--- src/hdl/rv_config.svh ---
`ifndef RV_CONFIG_SVH
`define RV_CONFIG_SVH

// Datapath widths
`define RV_XLEN 64
`define RV_ILEN 32
`define RV_PC_W 32

// Memory-mapped peripheral addresses
`define RV_KEY_BASE 64'h0000_0000_8000_0010 // Key register, read clears pending
`define RV_ART_BASE 64'h0000_0000_8000_0000 // Art FIFO push port

// Art FIFO depth, also the starting credit count
`define RV_ART_DEPTH 4

// Machine CSR numbers
`define RV_CSR_MSTATUS 12'h300
`define RV_CSR_MIE     12'h304
`define RV_CSR_MTVEC   12'h305
`define RV_CSR_MEPC    12'h341
`define RV_CSR_MCAUSE  12'h342
`define RV_CSR_MIP     12'h344

// Machine external interrupt cause
`define RV_MCAUSE_MEI 64'h8000_0000_0000_000B

`endif

--- src/hdl/rv_pkg.sv ---
`default_nettype none

`include "rv_config.svh"

package rv_pkg;

    // Data word of the register file and bus
    typedef logic [`RV_XLEN-1:0] xword_t;

    // Raw instruction as fetched
    typedef logic [`RV_ILEN-1:0] instr_t;

    // Fetch address
    typedef logic [`RV_PC_W-1:0] pc_t;

    typedef logic [4:0] reg_idx_t;  // x0..x31
    typedef logic [11:0] csr_addr_t; // 12-bit CSR space

    // Must hold every value from 0 up to the FIFO depth
    typedef logic [$clog2(`RV_ART_DEPTH + 1)-1:0] credit_t;

    // Interrupt service sequencer states
    typedef enum logic [2:0] {
        IRQ_IDLE,        // Waiting for a serviceable request
        IRQ_READ,        // Key register read strobe
        IRQ_WAIT_CREDIT, // Read data arrives, then wait for art space
        IRQ_WRITE,       // Push key value into art FIFO
        IRQ_ENTER        // Trap entry pulse
    } irq_state_t;

endpackage

`default_nettype wire

--- src/hdl/rv_core.sv ---
`default_nettype none

module rv_core (
    input  wire               clk,
    input  wire               reset,       // Active low
    input  wire rv_pkg::instr_t instruction, // Combinational fetch data for pc
    input  wire               stall,
    input  wire               trap_enter,
    input  wire rv_pkg::pc_t    mtvec,
    input  wire rv_pkg::pc_t    mepc,
    input  wire rv_pkg::xword_t csr_rdata,
    input  wire rv_pkg::reg_idx_t dbg_addr,
    output rv_pkg::pc_t         pc,
    output rv_pkg::pc_t         ir_pc,
    output logic                can_trap,
    output logic                csr_we,
    output rv_pkg::csr_addr_t   csr_addr,
    output rv_pkg::xword_t      csr_wdata,
    output logic                mret,
    output rv_pkg::xword_t      dbg_data,
    output logic                heartbeat
);

    rv_pkg::instr_t   ir;      // Instruction under execution
    logic             bubble;  // ir holds a squashed fetch
    rv_pkg::xword_t   regs [32];

    rv_pkg::reg_idx_t rd;
    rv_pkg::reg_idx_t rs1;
    rv_pkg::reg_idx_t rs2;
    rv_pkg::xword_t   rs1_val;
    rv_pkg::xword_t   rs2_val;
    rv_pkg::xword_t   imm_i;
    rv_pkg::xword_t   imm_u;
    logic             exec;    // ir retires this cycle
    logic             is_csrrw;
    logic             is_mret;
    logic             wb_en;
    rv_pkg::xword_t   wb_data;

    assign rd  = ir[11:7];
    assign rs1 = ir[19:15];
    assign rs2 = ir[24:20];

    // x0 is hard zero on every read port
    assign rs1_val  = (rs1 == 5'd0) ? '0 : regs[rs1];
    assign rs2_val  = (rs2 == 5'd0) ? '0 : regs[rs2];
    assign dbg_data = (dbg_addr == 5'd0) ? '0 : regs[dbg_addr];

    assign imm_i = {{52{ir[31]}}, ir[31:20]};
    assign imm_u = {{32{ir[31]}}, ir[31:12], 12'b0}; // RV64 sign extension

    assign exec     = !stall && !bubble;
    assign can_trap = !bubble;  // Keeps trap entry off a squashed slot

    // Decode, anything unmatched is a no-op
    always_comb begin
        is_csrrw = 1'b0;
        is_mret  = 1'b0;
        wb_en    = 1'b0;
        wb_data  = '0;
        casez (ir)
            32'b???????_?????_?????_???_?????_0110111: begin // LUI
                wb_en   = 1'b1;
                wb_data = imm_u;
            end
            32'b???????_?????_?????_000_?????_0010011: begin // ADDI
                wb_en   = 1'b1;
                wb_data = rs1_val + imm_i;
            end
            32'b0000000_?????_?????_000_?????_0110011: begin // ADD
                wb_en   = 1'b1;
                wb_data = rs1_val + rs2_val;
            end
            32'b???????_?????_?????_001_?????_1110011: begin // CSRRW
                is_csrrw = 1'b1;
                wb_en    = 1'b1;
                wb_data  = csr_rdata; // Old CSR value
            end
            32'b0011000_00010_00000_000_00000_1110011: begin // MRET
                is_mret = 1'b1;
            end
            default: ;
        endcase
    end

    assign csr_we    = exec && is_csrrw;
    assign csr_addr  = ir[31:20];
    assign csr_wdata = rs1_val;
    assign mret      = exec && is_mret;

    // Fetch, pc and bubble
    always_ff @(posedge clk or negedge reset) begin
        if (!reset) begin
            pc        <= '0;
            ir        <= '0; // Decodes as a no-op
            ir_pc     <= '0;
            bubble    <= 1'b0;
            heartbeat <= 1'b0;
        end else begin
            heartbeat <= ~heartbeat; // Runs through stalls
            if (trap_enter) begin
                pc     <= mtvec; // ir stays, its address went to mepc
                bubble <= 1'b1;
            end else if (!stall) begin
                ir    <= instruction;
                ir_pc <= pc;
                if (bubble) begin
                    bubble <= 1'b0;  // Drop the wrong-path fetch
                    pc     <= pc + 32'd4;
                end else if (is_mret) begin
                    pc     <= mepc;
                    bubble <= 1'b1;
                end else begin
                    pc <= pc + 32'd4;
                end
            end
        end
    end

    // Register file write port
    always_ff @(posedge clk) begin
        if (exec && wb_en && rd != 5'd0)
            regs[rd] <= wb_data;
    end

endmodule

`default_nettype wire

--- src/hdl/rv_csr.sv ---
`default_nettype none

`include "rv_config.svh"

module rv_csr (
    input  wire                 clk,
    input  wire                 reset,
    input  wire                 csr_we,
    input  wire rv_pkg::csr_addr_t csr_addr,
    input  wire rv_pkg::xword_t csr_wdata,
    input  wire                 mret,
    input  wire                 trap_enter,
    input  wire rv_pkg::pc_t    ir_pc,       // Address of the instruction not run
    input  wire                 key_pending,
    output rv_pkg::xword_t      csr_rdata,
    output rv_pkg::pc_t         mtvec,
    output rv_pkg::pc_t         mepc,
    output logic                irq_req
);

    logic           mstatus_mie;
    logic           mstatus_mpie;
    logic           mie_meie;
    rv_pkg::xword_t mcause;

    // Single place where interrupt enables are applied
    assign irq_req = mstatus_mie && mie_meie && key_pending;

    // Read mux, unlisted numbers read zero
    always_comb begin
        csr_rdata = '0;
        case (csr_addr)
            `RV_CSR_MSTATUS: begin
                csr_rdata[3] = mstatus_mie;
                csr_rdata[7] = mstatus_mpie;
            end
            `RV_CSR_MIE:    csr_rdata[11] = mie_meie;
            `RV_CSR_MIP:    csr_rdata[11] = key_pending; // MEIP mirror
            `RV_CSR_MTVEC:  csr_rdata = {32'b0, mtvec};
            `RV_CSR_MEPC:   csr_rdata = {32'b0, mepc};
            `RV_CSR_MCAUSE: csr_rdata = mcause;
            default: ;
        endcase
    end

    always_ff @(posedge clk or negedge reset) begin
        if (!reset) begin
            mstatus_mie  <= 1'b0;
            mstatus_mpie <= 1'b0;
            mie_meie     <= 1'b0;
            mtvec        <= '0;
            mepc         <= '0;
            mcause       <= '0;
        end else if (trap_enter) begin
            mepc         <= ir_pc;
            mcause       <= `RV_MCAUSE_MEI;
            mstatus_mpie <= mstatus_mie;
            mstatus_mie  <= 1'b0; // Handler runs masked
        end else if (mret) begin
            mstatus_mie  <= mstatus_mpie;
        end else if (csr_we) begin
            case (csr_addr)
                `RV_CSR_MSTATUS: begin
                    mstatus_mie  <= csr_wdata[3];
                    mstatus_mpie <= csr_wdata[7];
                end
                `RV_CSR_MIE:    mie_meie <= csr_wdata[11];
                `RV_CSR_MTVEC:  mtvec <= {csr_wdata[31:2], 2'b00}; // Direct mode only
                `RV_CSR_MEPC:   mepc <= {csr_wdata[31:2], 2'b00};
                `RV_CSR_MCAUSE: mcause <= csr_wdata;
                default: ; // mip and unknown ignored
            endcase
        end
    end

endmodule

`default_nettype wire

--- src/hdl/rv_irq_seq.sv ---
`default_nettype none

`include "rv_config.svh"

module rv_irq_seq (
    input  wire                 clk,
    input  wire                 reset,
    input  wire                 irq_req,
    input  wire                 can_trap,
    input  wire rv_pkg::xword_t bus_read_data,
    input  wire                 art_credit,    // One per art entry drained
    output logic                stall,
    output logic                trap_enter,
    output rv_pkg::xword_t      bus_address,
    output rv_pkg::xword_t      bus_write_data,
    output logic                bus_write_enable,
    output logic                bus_read_enable
);

    rv_pkg::irq_state_t state;
    rv_pkg::irq_state_t state_next;
    rv_pkg::credit_t    credits;   // Free art FIFO slots as seen from here
    rv_pkg::xword_t     key_word;  // Captured key value
    logic               rd_valid;  // bus_read_data valid this cycle
    logic               start;

    assign start = (state == rv_pkg::IRQ_IDLE) && irq_req && can_trap;

    // Freeze the core already in the cycle the request is taken
    assign stall = start || (state != rv_pkg::IRQ_IDLE);

    assign trap_enter       = (state == rv_pkg::IRQ_ENTER);
    assign bus_read_enable  = (state == rv_pkg::IRQ_READ);
    assign bus_write_enable = (state == rv_pkg::IRQ_WRITE);
    assign bus_address      = (state == rv_pkg::IRQ_WRITE) ? `RV_ART_BASE : `RV_KEY_BASE;
    assign bus_write_data   = key_word;

    always_comb begin
        state_next = state;
        case (state)
            rv_pkg::IRQ_IDLE:        if (start) state_next = rv_pkg::IRQ_READ;
            rv_pkg::IRQ_READ:        state_next = rv_pkg::IRQ_WAIT_CREDIT;
            rv_pkg::IRQ_WAIT_CREDIT: if (credits != '0) state_next = rv_pkg::IRQ_WRITE;
            rv_pkg::IRQ_WRITE:       state_next = rv_pkg::IRQ_ENTER;
            rv_pkg::IRQ_ENTER:       state_next = rv_pkg::IRQ_IDLE;
            default:                 state_next = rv_pkg::IRQ_IDLE;
        endcase
    end

    always_ff @(posedge clk or negedge reset) begin
        if (!reset) begin
            state    <= rv_pkg::IRQ_IDLE;
            rd_valid <= 1'b0;
            credits  <= rv_pkg::credit_t'(`RV_ART_DEPTH); // FIFO starts empty
        end else begin
            state    <= state_next;
            rd_valid <= bus_read_enable;
            // Spend and return may land together
            case ({bus_write_enable, art_credit})
                2'b10:   credits <= credits - 1'b1;
                2'b01:   credits <= credits + 1'b1;
                default: ;
            endcase
        end
    end

    // Key value, taken one cycle after the read strobe
    always_ff @(posedge clk) begin
        if (rd_valid)
            key_word <= bus_read_data;
    end

endmodule

`default_nettype wire

--- src/hdl/rv_periph.sv ---
`default_nettype none

`include "rv_config.svh"

module rv_periph (
    input  wire                 clk,
    input  wire                 reset,
    input  wire rv_pkg::xword_t bus_address,
    input  wire rv_pkg::xword_t bus_write_data,
    input  wire                 bus_write_enable,
    input  wire                 bus_read_enable,
    input  wire                 key_valid,
    input  wire rv_pkg::xword_t key_data,
    input  wire                 art_take,
    output rv_pkg::xword_t      bus_read_data,
    output logic                key_pending,
    output logic                art_valid,
    output rv_pkg::xword_t      art_data,
    output logic                art_credit
);

    localparam int PTR_W = (`RV_ART_DEPTH > 1) ? $clog2(`RV_ART_DEPTH) : 1;

    rv_pkg::xword_t  key_reg;
    rv_pkg::xword_t  art_mem [`RV_ART_DEPTH];
    logic [PTR_W-1:0] wr_ptr;
    logic [PTR_W-1:0] rd_ptr;
    rv_pkg::credit_t count;     // Entries held
    logic            key_read;
    logic            push;
    logic            pop;

    assign key_read = bus_read_enable && (bus_address == `RV_KEY_BASE);
    assign push     = bus_write_enable && (bus_address == `RV_ART_BASE); // Sender holds a credit
    assign pop      = art_take && art_valid;

    assign art_valid = (count != '0);
    assign art_data  = art_mem[rd_ptr];

    // Key latch and bus read port
    always_ff @(posedge clk or negedge reset) begin
        if (!reset) begin
            key_pending   <= 1'b0;
            bus_read_data <= '0;
        end else begin
            if (bus_read_enable)
                bus_read_data <= key_read ? key_reg : '0; // Other addresses read zero
            if (key_valid)
                key_pending <= 1'b1; // New key wins over a same-cycle read
            else if (key_read)
                key_pending <= 1'b0;
        end
    end

    always_ff @(posedge clk) begin
        if (key_valid)
            key_reg <= key_data;
        if (push)
            art_mem[wr_ptr] <= bus_write_data;
    end

    // Circular FIFO control
    always_ff @(posedge clk or negedge reset) begin
        if (!reset) begin
            wr_ptr     <= '0;
            rd_ptr     <= '0;
            count      <= '0;
            art_credit <= 1'b0;
        end else begin
            art_credit <= pop; // Slot freed, hand it back
            if (push)
                wr_ptr <= (wr_ptr == PTR_W'(`RV_ART_DEPTH - 1)) ? '0 : wr_ptr + 1'b1;
            if (pop)
                rd_ptr <= (rd_ptr == PTR_W'(`RV_ART_DEPTH - 1)) ? '0 : rd_ptr + 1'b1;
            case ({push, pop})
                2'b10:   count <= count + 1'b1;
                2'b01:   count <= count - 1'b1;
                default: ;
            endcase
        end
    end

endmodule

`default_nettype wire

--- src/hdl/rv_soc.sv ---
`default_nettype none

module rv_soc (
    input  wire                   clk,
    input  wire                   reset,
    input  wire rv_pkg::instr_t   instruction,
    output rv_pkg::pc_t           pc,
    output logic                  heartbeat,
    input  wire rv_pkg::reg_idx_t dbg_addr,
    output rv_pkg::xword_t        dbg_data,
    input  wire                   key_valid,
    input  wire rv_pkg::xword_t   key_data,
    output logic                  art_valid,
    output rv_pkg::xword_t        art_data,
    input  wire                   art_take
);

    // Core and CSR block
    rv_pkg::pc_t       ir_pc;
    rv_pkg::pc_t       mtvec;
    rv_pkg::pc_t       mepc;
    logic              can_trap;
    logic              csr_we;
    rv_pkg::csr_addr_t csr_addr;
    rv_pkg::xword_t    csr_wdata;
    rv_pkg::xword_t    csr_rdata;
    logic              mret;

    // Interrupt path
    logic              irq_req;
    logic              stall;
    logic              trap_enter;
    logic              key_pending;
    logic              art_credit;

    // Sequencer bus
    rv_pkg::xword_t    bus_address;
    rv_pkg::xword_t    bus_write_data;
    rv_pkg::xword_t    bus_read_data;
    logic              bus_write_enable;
    logic              bus_read_enable;

    rv_core u_core (
        .clk, .reset, .instruction, .stall, .trap_enter, .mtvec, .mepc, .csr_rdata,
        .dbg_addr, .pc, .ir_pc, .can_trap, .csr_we, .csr_addr, .csr_wdata, .mret,
        .dbg_data, .heartbeat
    );

    rv_csr u_csr (
        .clk, .reset, .csr_we, .csr_addr, .csr_wdata, .mret, .trap_enter, .ir_pc,
        .key_pending, .csr_rdata, .mtvec, .mepc, .irq_req
    );

    rv_irq_seq u_irq_seq (
        .clk, .reset, .irq_req, .can_trap, .bus_read_data, .art_credit, .stall,
        .trap_enter, .bus_address, .bus_write_data, .bus_write_enable, .bus_read_enable
    );

    rv_periph u_periph (
        .clk, .reset, .bus_address, .bus_write_data, .bus_write_enable, .bus_read_enable,
        .key_valid, .key_data, .art_take, .bus_read_data, .key_pending, .art_valid,
        .art_data, .art_credit
    );

endmodule

`default_nettype wire

--- config.mk ---
export PLATFORM = sky130hd
export DESIGN_NAME = rv_soc
export DESIGN_NICKNAME = d
export VERILOG_FILES = /design/src/hdl/rv_pkg.sv /design/src/hdl/rv_core.sv /design/src/hdl/rv_csr.sv /design/src/hdl/rv_irq_seq.sv /design/src/hdl/rv_periph.sv /design/src/hdl/rv_soc.sv
export VERILOG_INCLUDE_DIRS = /design/src /design/src/hdl
export SDC_FILE = /design/constraint.sdc
export NUM_CORES = 2
export LEC_CHECK = 0
export ABC_CLOCK_PERIOD_IN_PS = 8700
export BUFFER_PORTS_ARGS = -buffer_cell sky130_fd_sc_hd__buf_2
export CAP_MARGIN = 15
export CORE_MARGIN = 10
export CORE_UTILIZATION = 64
export DETAILED_ROUTE_END_ITERATION = 7
export GPL_ROUTABILITY_DRIVEN = 0
export PLACE_DENSITY = 0.81
export SETUP_SLACK_MARGIN = 0.05
export SLEW_MARGIN = 30
export SYNTH_ARGS = -nofsm -noshare
export SYNTH_HDL_FRONTEND = slang
export SYNTH_SLANG_ARGS = --single-unit
--- constraint.sdc ---
create_clock -name clk -period 8.7 [get_ports clk]
set_clock_uncertainty 0.05 [all_clocks]
set_input_delay 1.305 -clock clk [delete_from_list [all_inputs] [get_ports clk]]
set_output_delay 1.305 -clock clk [all_outputs]
set_load 0.01 [all_outputs]
==> qor.txt <==
drt drc - 26
first-pass GRT wire length - 659 mm
vias in the first global route - 91990
initial antenna violation count - 15
DRT iter0 DRCs - 17523
drt first pass iters - 8
Post-CTS Resized - 0
clock sinks - 2739
# IOs - 267
Top FF cell, synth - edfxtp_1
row count - 172
synth unique cells - 82
Nets - 8144
Avg WL per Cell - 41.7 um
Die X - 489 um
vias per cell - 8.31
Worst setup EP type - flip-flop
Max Clk Rate - 127 MHz
flop-to-flop setup slack - 800 ps
Flop pwr share - 48.4%
Layout area overhead - 11.3%
Pint - 22.6 mW
final wirelength - 461 mm
ys async rst share - 11.2%
GR Util All Layers - 38.4%
Inserted Clock Buffers - 295
Final Power - 29.7 mW
Regs by FF count - u_core.regs: 2048 flops, u_periph.art_mem: 256 flops
Clock Pin Slew Worst Setup and Hold Paths - 60 ps
Yosys top cell area share - 51.8%
status - complete, but fails checks
Biggest register - u_core.regs
Max transition margin - 20.5%
share of cells above drive strength 1 - 37.7%
Longest Clk Path Bufs - 4
Clock Power Share - 41.6%
remaining antenna violation count - 0
Max-Cap Viols - 0
Cells after Synth - 7715
via count - 91906
Post-CTS Setup Inserts - 0
Max Slew Vio Count - 0
flops & latches, synth - 2739
Die Y - 489 um
# hold bufs at CTS - 0
synthesized area per cell - 18.3 um^2
dominant cell type by area after synthesis - edfxtp_1
failing checks - design-rule violations
final period utilization - 90.8%
Slew @ Worst Pin - 1190 ps
port bufs - 266
Setup crit start kind - flip-flop
largest family of logic cells by synthesized area - multiplexers
multiplexer share of the synthesized area - 32.2%
Tmin final - 7900 ps
max reg flops - 2048
Setup Slack @ Placement - 1050 ps
final worst setup slack - 798 ps
pin count of the biggest net entering global routing - 144
GRT overflow - 0
clock latency on the worst-skew pair - 990 ps
Post-Synth XOR/XNOR Area - 0.572%
Setup TNS Final - 0 ps
adder-cell area share of the yosys netlist - 0.673%
Final Hold Slack - 242 ps
worst vdd ir - 0.214 mV
pwr dens - 189 nW/um^2
Root Driver - clkbuf_16
post-synthesis simple-gate area fraction - 3.00%
hpwl dp - 254 mm
highest-count cells in the layout ignoring fill and taps - edfxtp_1 (2432), mux4_2 (1806), nand2_1 (461), clkbuf_16 (306), dfrtp_1 (293)
Worst EP arrival - 8650 ps
initial core utilization - 64.2%
Mapped Area - 141000 um^2
commonest non-fill, non-tap cell in the layout - edfxtp_1
CTS tree - done
Leak - 47.7 nW
die footprint - 239000 um^2
post-synthesis sequential area ratio - 57.3%
number of synthesis warnings - 0
Hold WC Path Type - in -> async
Net Switching - 7.07 mW
core area - 219000 um^2
synth top area cells - edfxtp_1 (52%), mux4_2 (29%), dfrtp_1 (5.4%)
H-tree Lvls - 5
RSZ-0062 raised after global routing - no
combinational share of power - 10.0%
Max FO, Critical Path - 37
final setup fails - 0
post-synthesis compound-gate area fraction - 4.19%
Net Sw Frac - 23.8%
final hold viol count - 0
Critical Path RT - 9450 ps
number of flops mapped to enable cells by yosys - 2432
CP Class - reg -> reg
cells in the mapped netlist, types with 25 or more instances:
cell type,instances
nor2_1,234
o22ai_1,61
buf_4,39
mux2i_1,285
mux2_2,161
nand2_1,464
inv_1,37
a221oi_1,32
nand2b_1,25
o21bai_1,38
xnor2_1,35
a21o_1,36
nor3_1,57
a222oi_1,28
dfrtp_1,306
buf_2,101
o221ai_1,45
xor2_1,57
o21ai_1,25
buf_1,133
a211oi_1,29
mux4_2,1806
a22o_1,28
a22oi_1,76
edfxtp_1,2432
ha_1,71
a21oi_1,198
nand3_1,76
o21ai_0,172
clkbuf_1,389
final timing paths:
check / cells after the start / startpoint / to
min reg2reg: 1 / u_core.heartbeat / u_core.heartbeat
max reg2reg: 19 / u_core.ir[20] / u_core.regs[12][55]
max in group asynchronous: 2 / reset / u_csr.mtvec[23]
max: 19 / u_core.ir[20] / u_core.regs[12][55]
min in group clk: 1 / u_core.heartbeat / u_core.heartbeat
min: 1 / reset / u_periph.bus_read_data[46]
critical path: stages, from the launching register on:
cell      delay [ps]
dfrtp_4         1010
buf_12           340
buf_4            270
mux4_2           530
mux4_2           490
mux2i_1          440
o21bai_1         120
ha_1             380
nand4_1          170
inv_1             50
a221oi_1         970
nand3_1          270
a32oi_2          640
o31ai_1          170
buf_4            180
o21ai_1          410
o21ai_1          140
xnor2_1          150
o21ai_2          540
buf_4            310
through the flow:
step / utilization [%] / cells / instance area, um^2
finish: 71.5 / 11062 / 157000
global route: 71.5 / 11045 / 157000
CTS: 71.4 / 11040 / 157000
detailed placement: 67.2 / 10535 / 147000
global placement: 66.9 / 10523 / 147000
floorplan: - / 7778 / 141000
routing by layer:
layer	vias up	track usage, %	part of all wire, %
met5	-	0.278	0.062
li1	33432	-	-
met2	9819	54.8	44
met3	2222	17.1	18
met4	26	21.6	7.1
met1	46407	49.7	31
area by class of cell:
class / instances / area, um^2
Sequential cell: 2739 / 80800
Antenna cell: 18 / 45.0
Fill cell: 12404 / 62500
Clock buffer: 380 / 8100
Multi-Input combinational cell: 4334 / 58400
Clock inverter: 125 / 1170
Inverter: 38 / 151
Timing Repair Buffer: 557 / 4620
Tap cell: 2871 / 3590
power by group through the flow:
stage | combinational (mW) | clock, mW | sequential [mW]
final | 2.96 | 12.3 | 14.4
after detailed placement | 2.85 | 0 | 14.6
after CTS | 2.88 | 12.4 | 14.4
after global placement | 2.79 | 0 | 14.6
after global routing | 3.08 | 12.9 | 14.4
after floorplan | 2.02 | 0 | 14.5
cells by family after synthesis:
family | after synthesis
flip-flops | 2739
multiplexers | 2252
AND/OR/NAND/NOR | 965
AO/OA/AOI/OAI | 887
buffers and inverters | 705
XOR/XNOR | 92
adder cells (fa/ha/maj) | 74
other | 1
No activity file was read; power rests on OpenSTA's default activity.
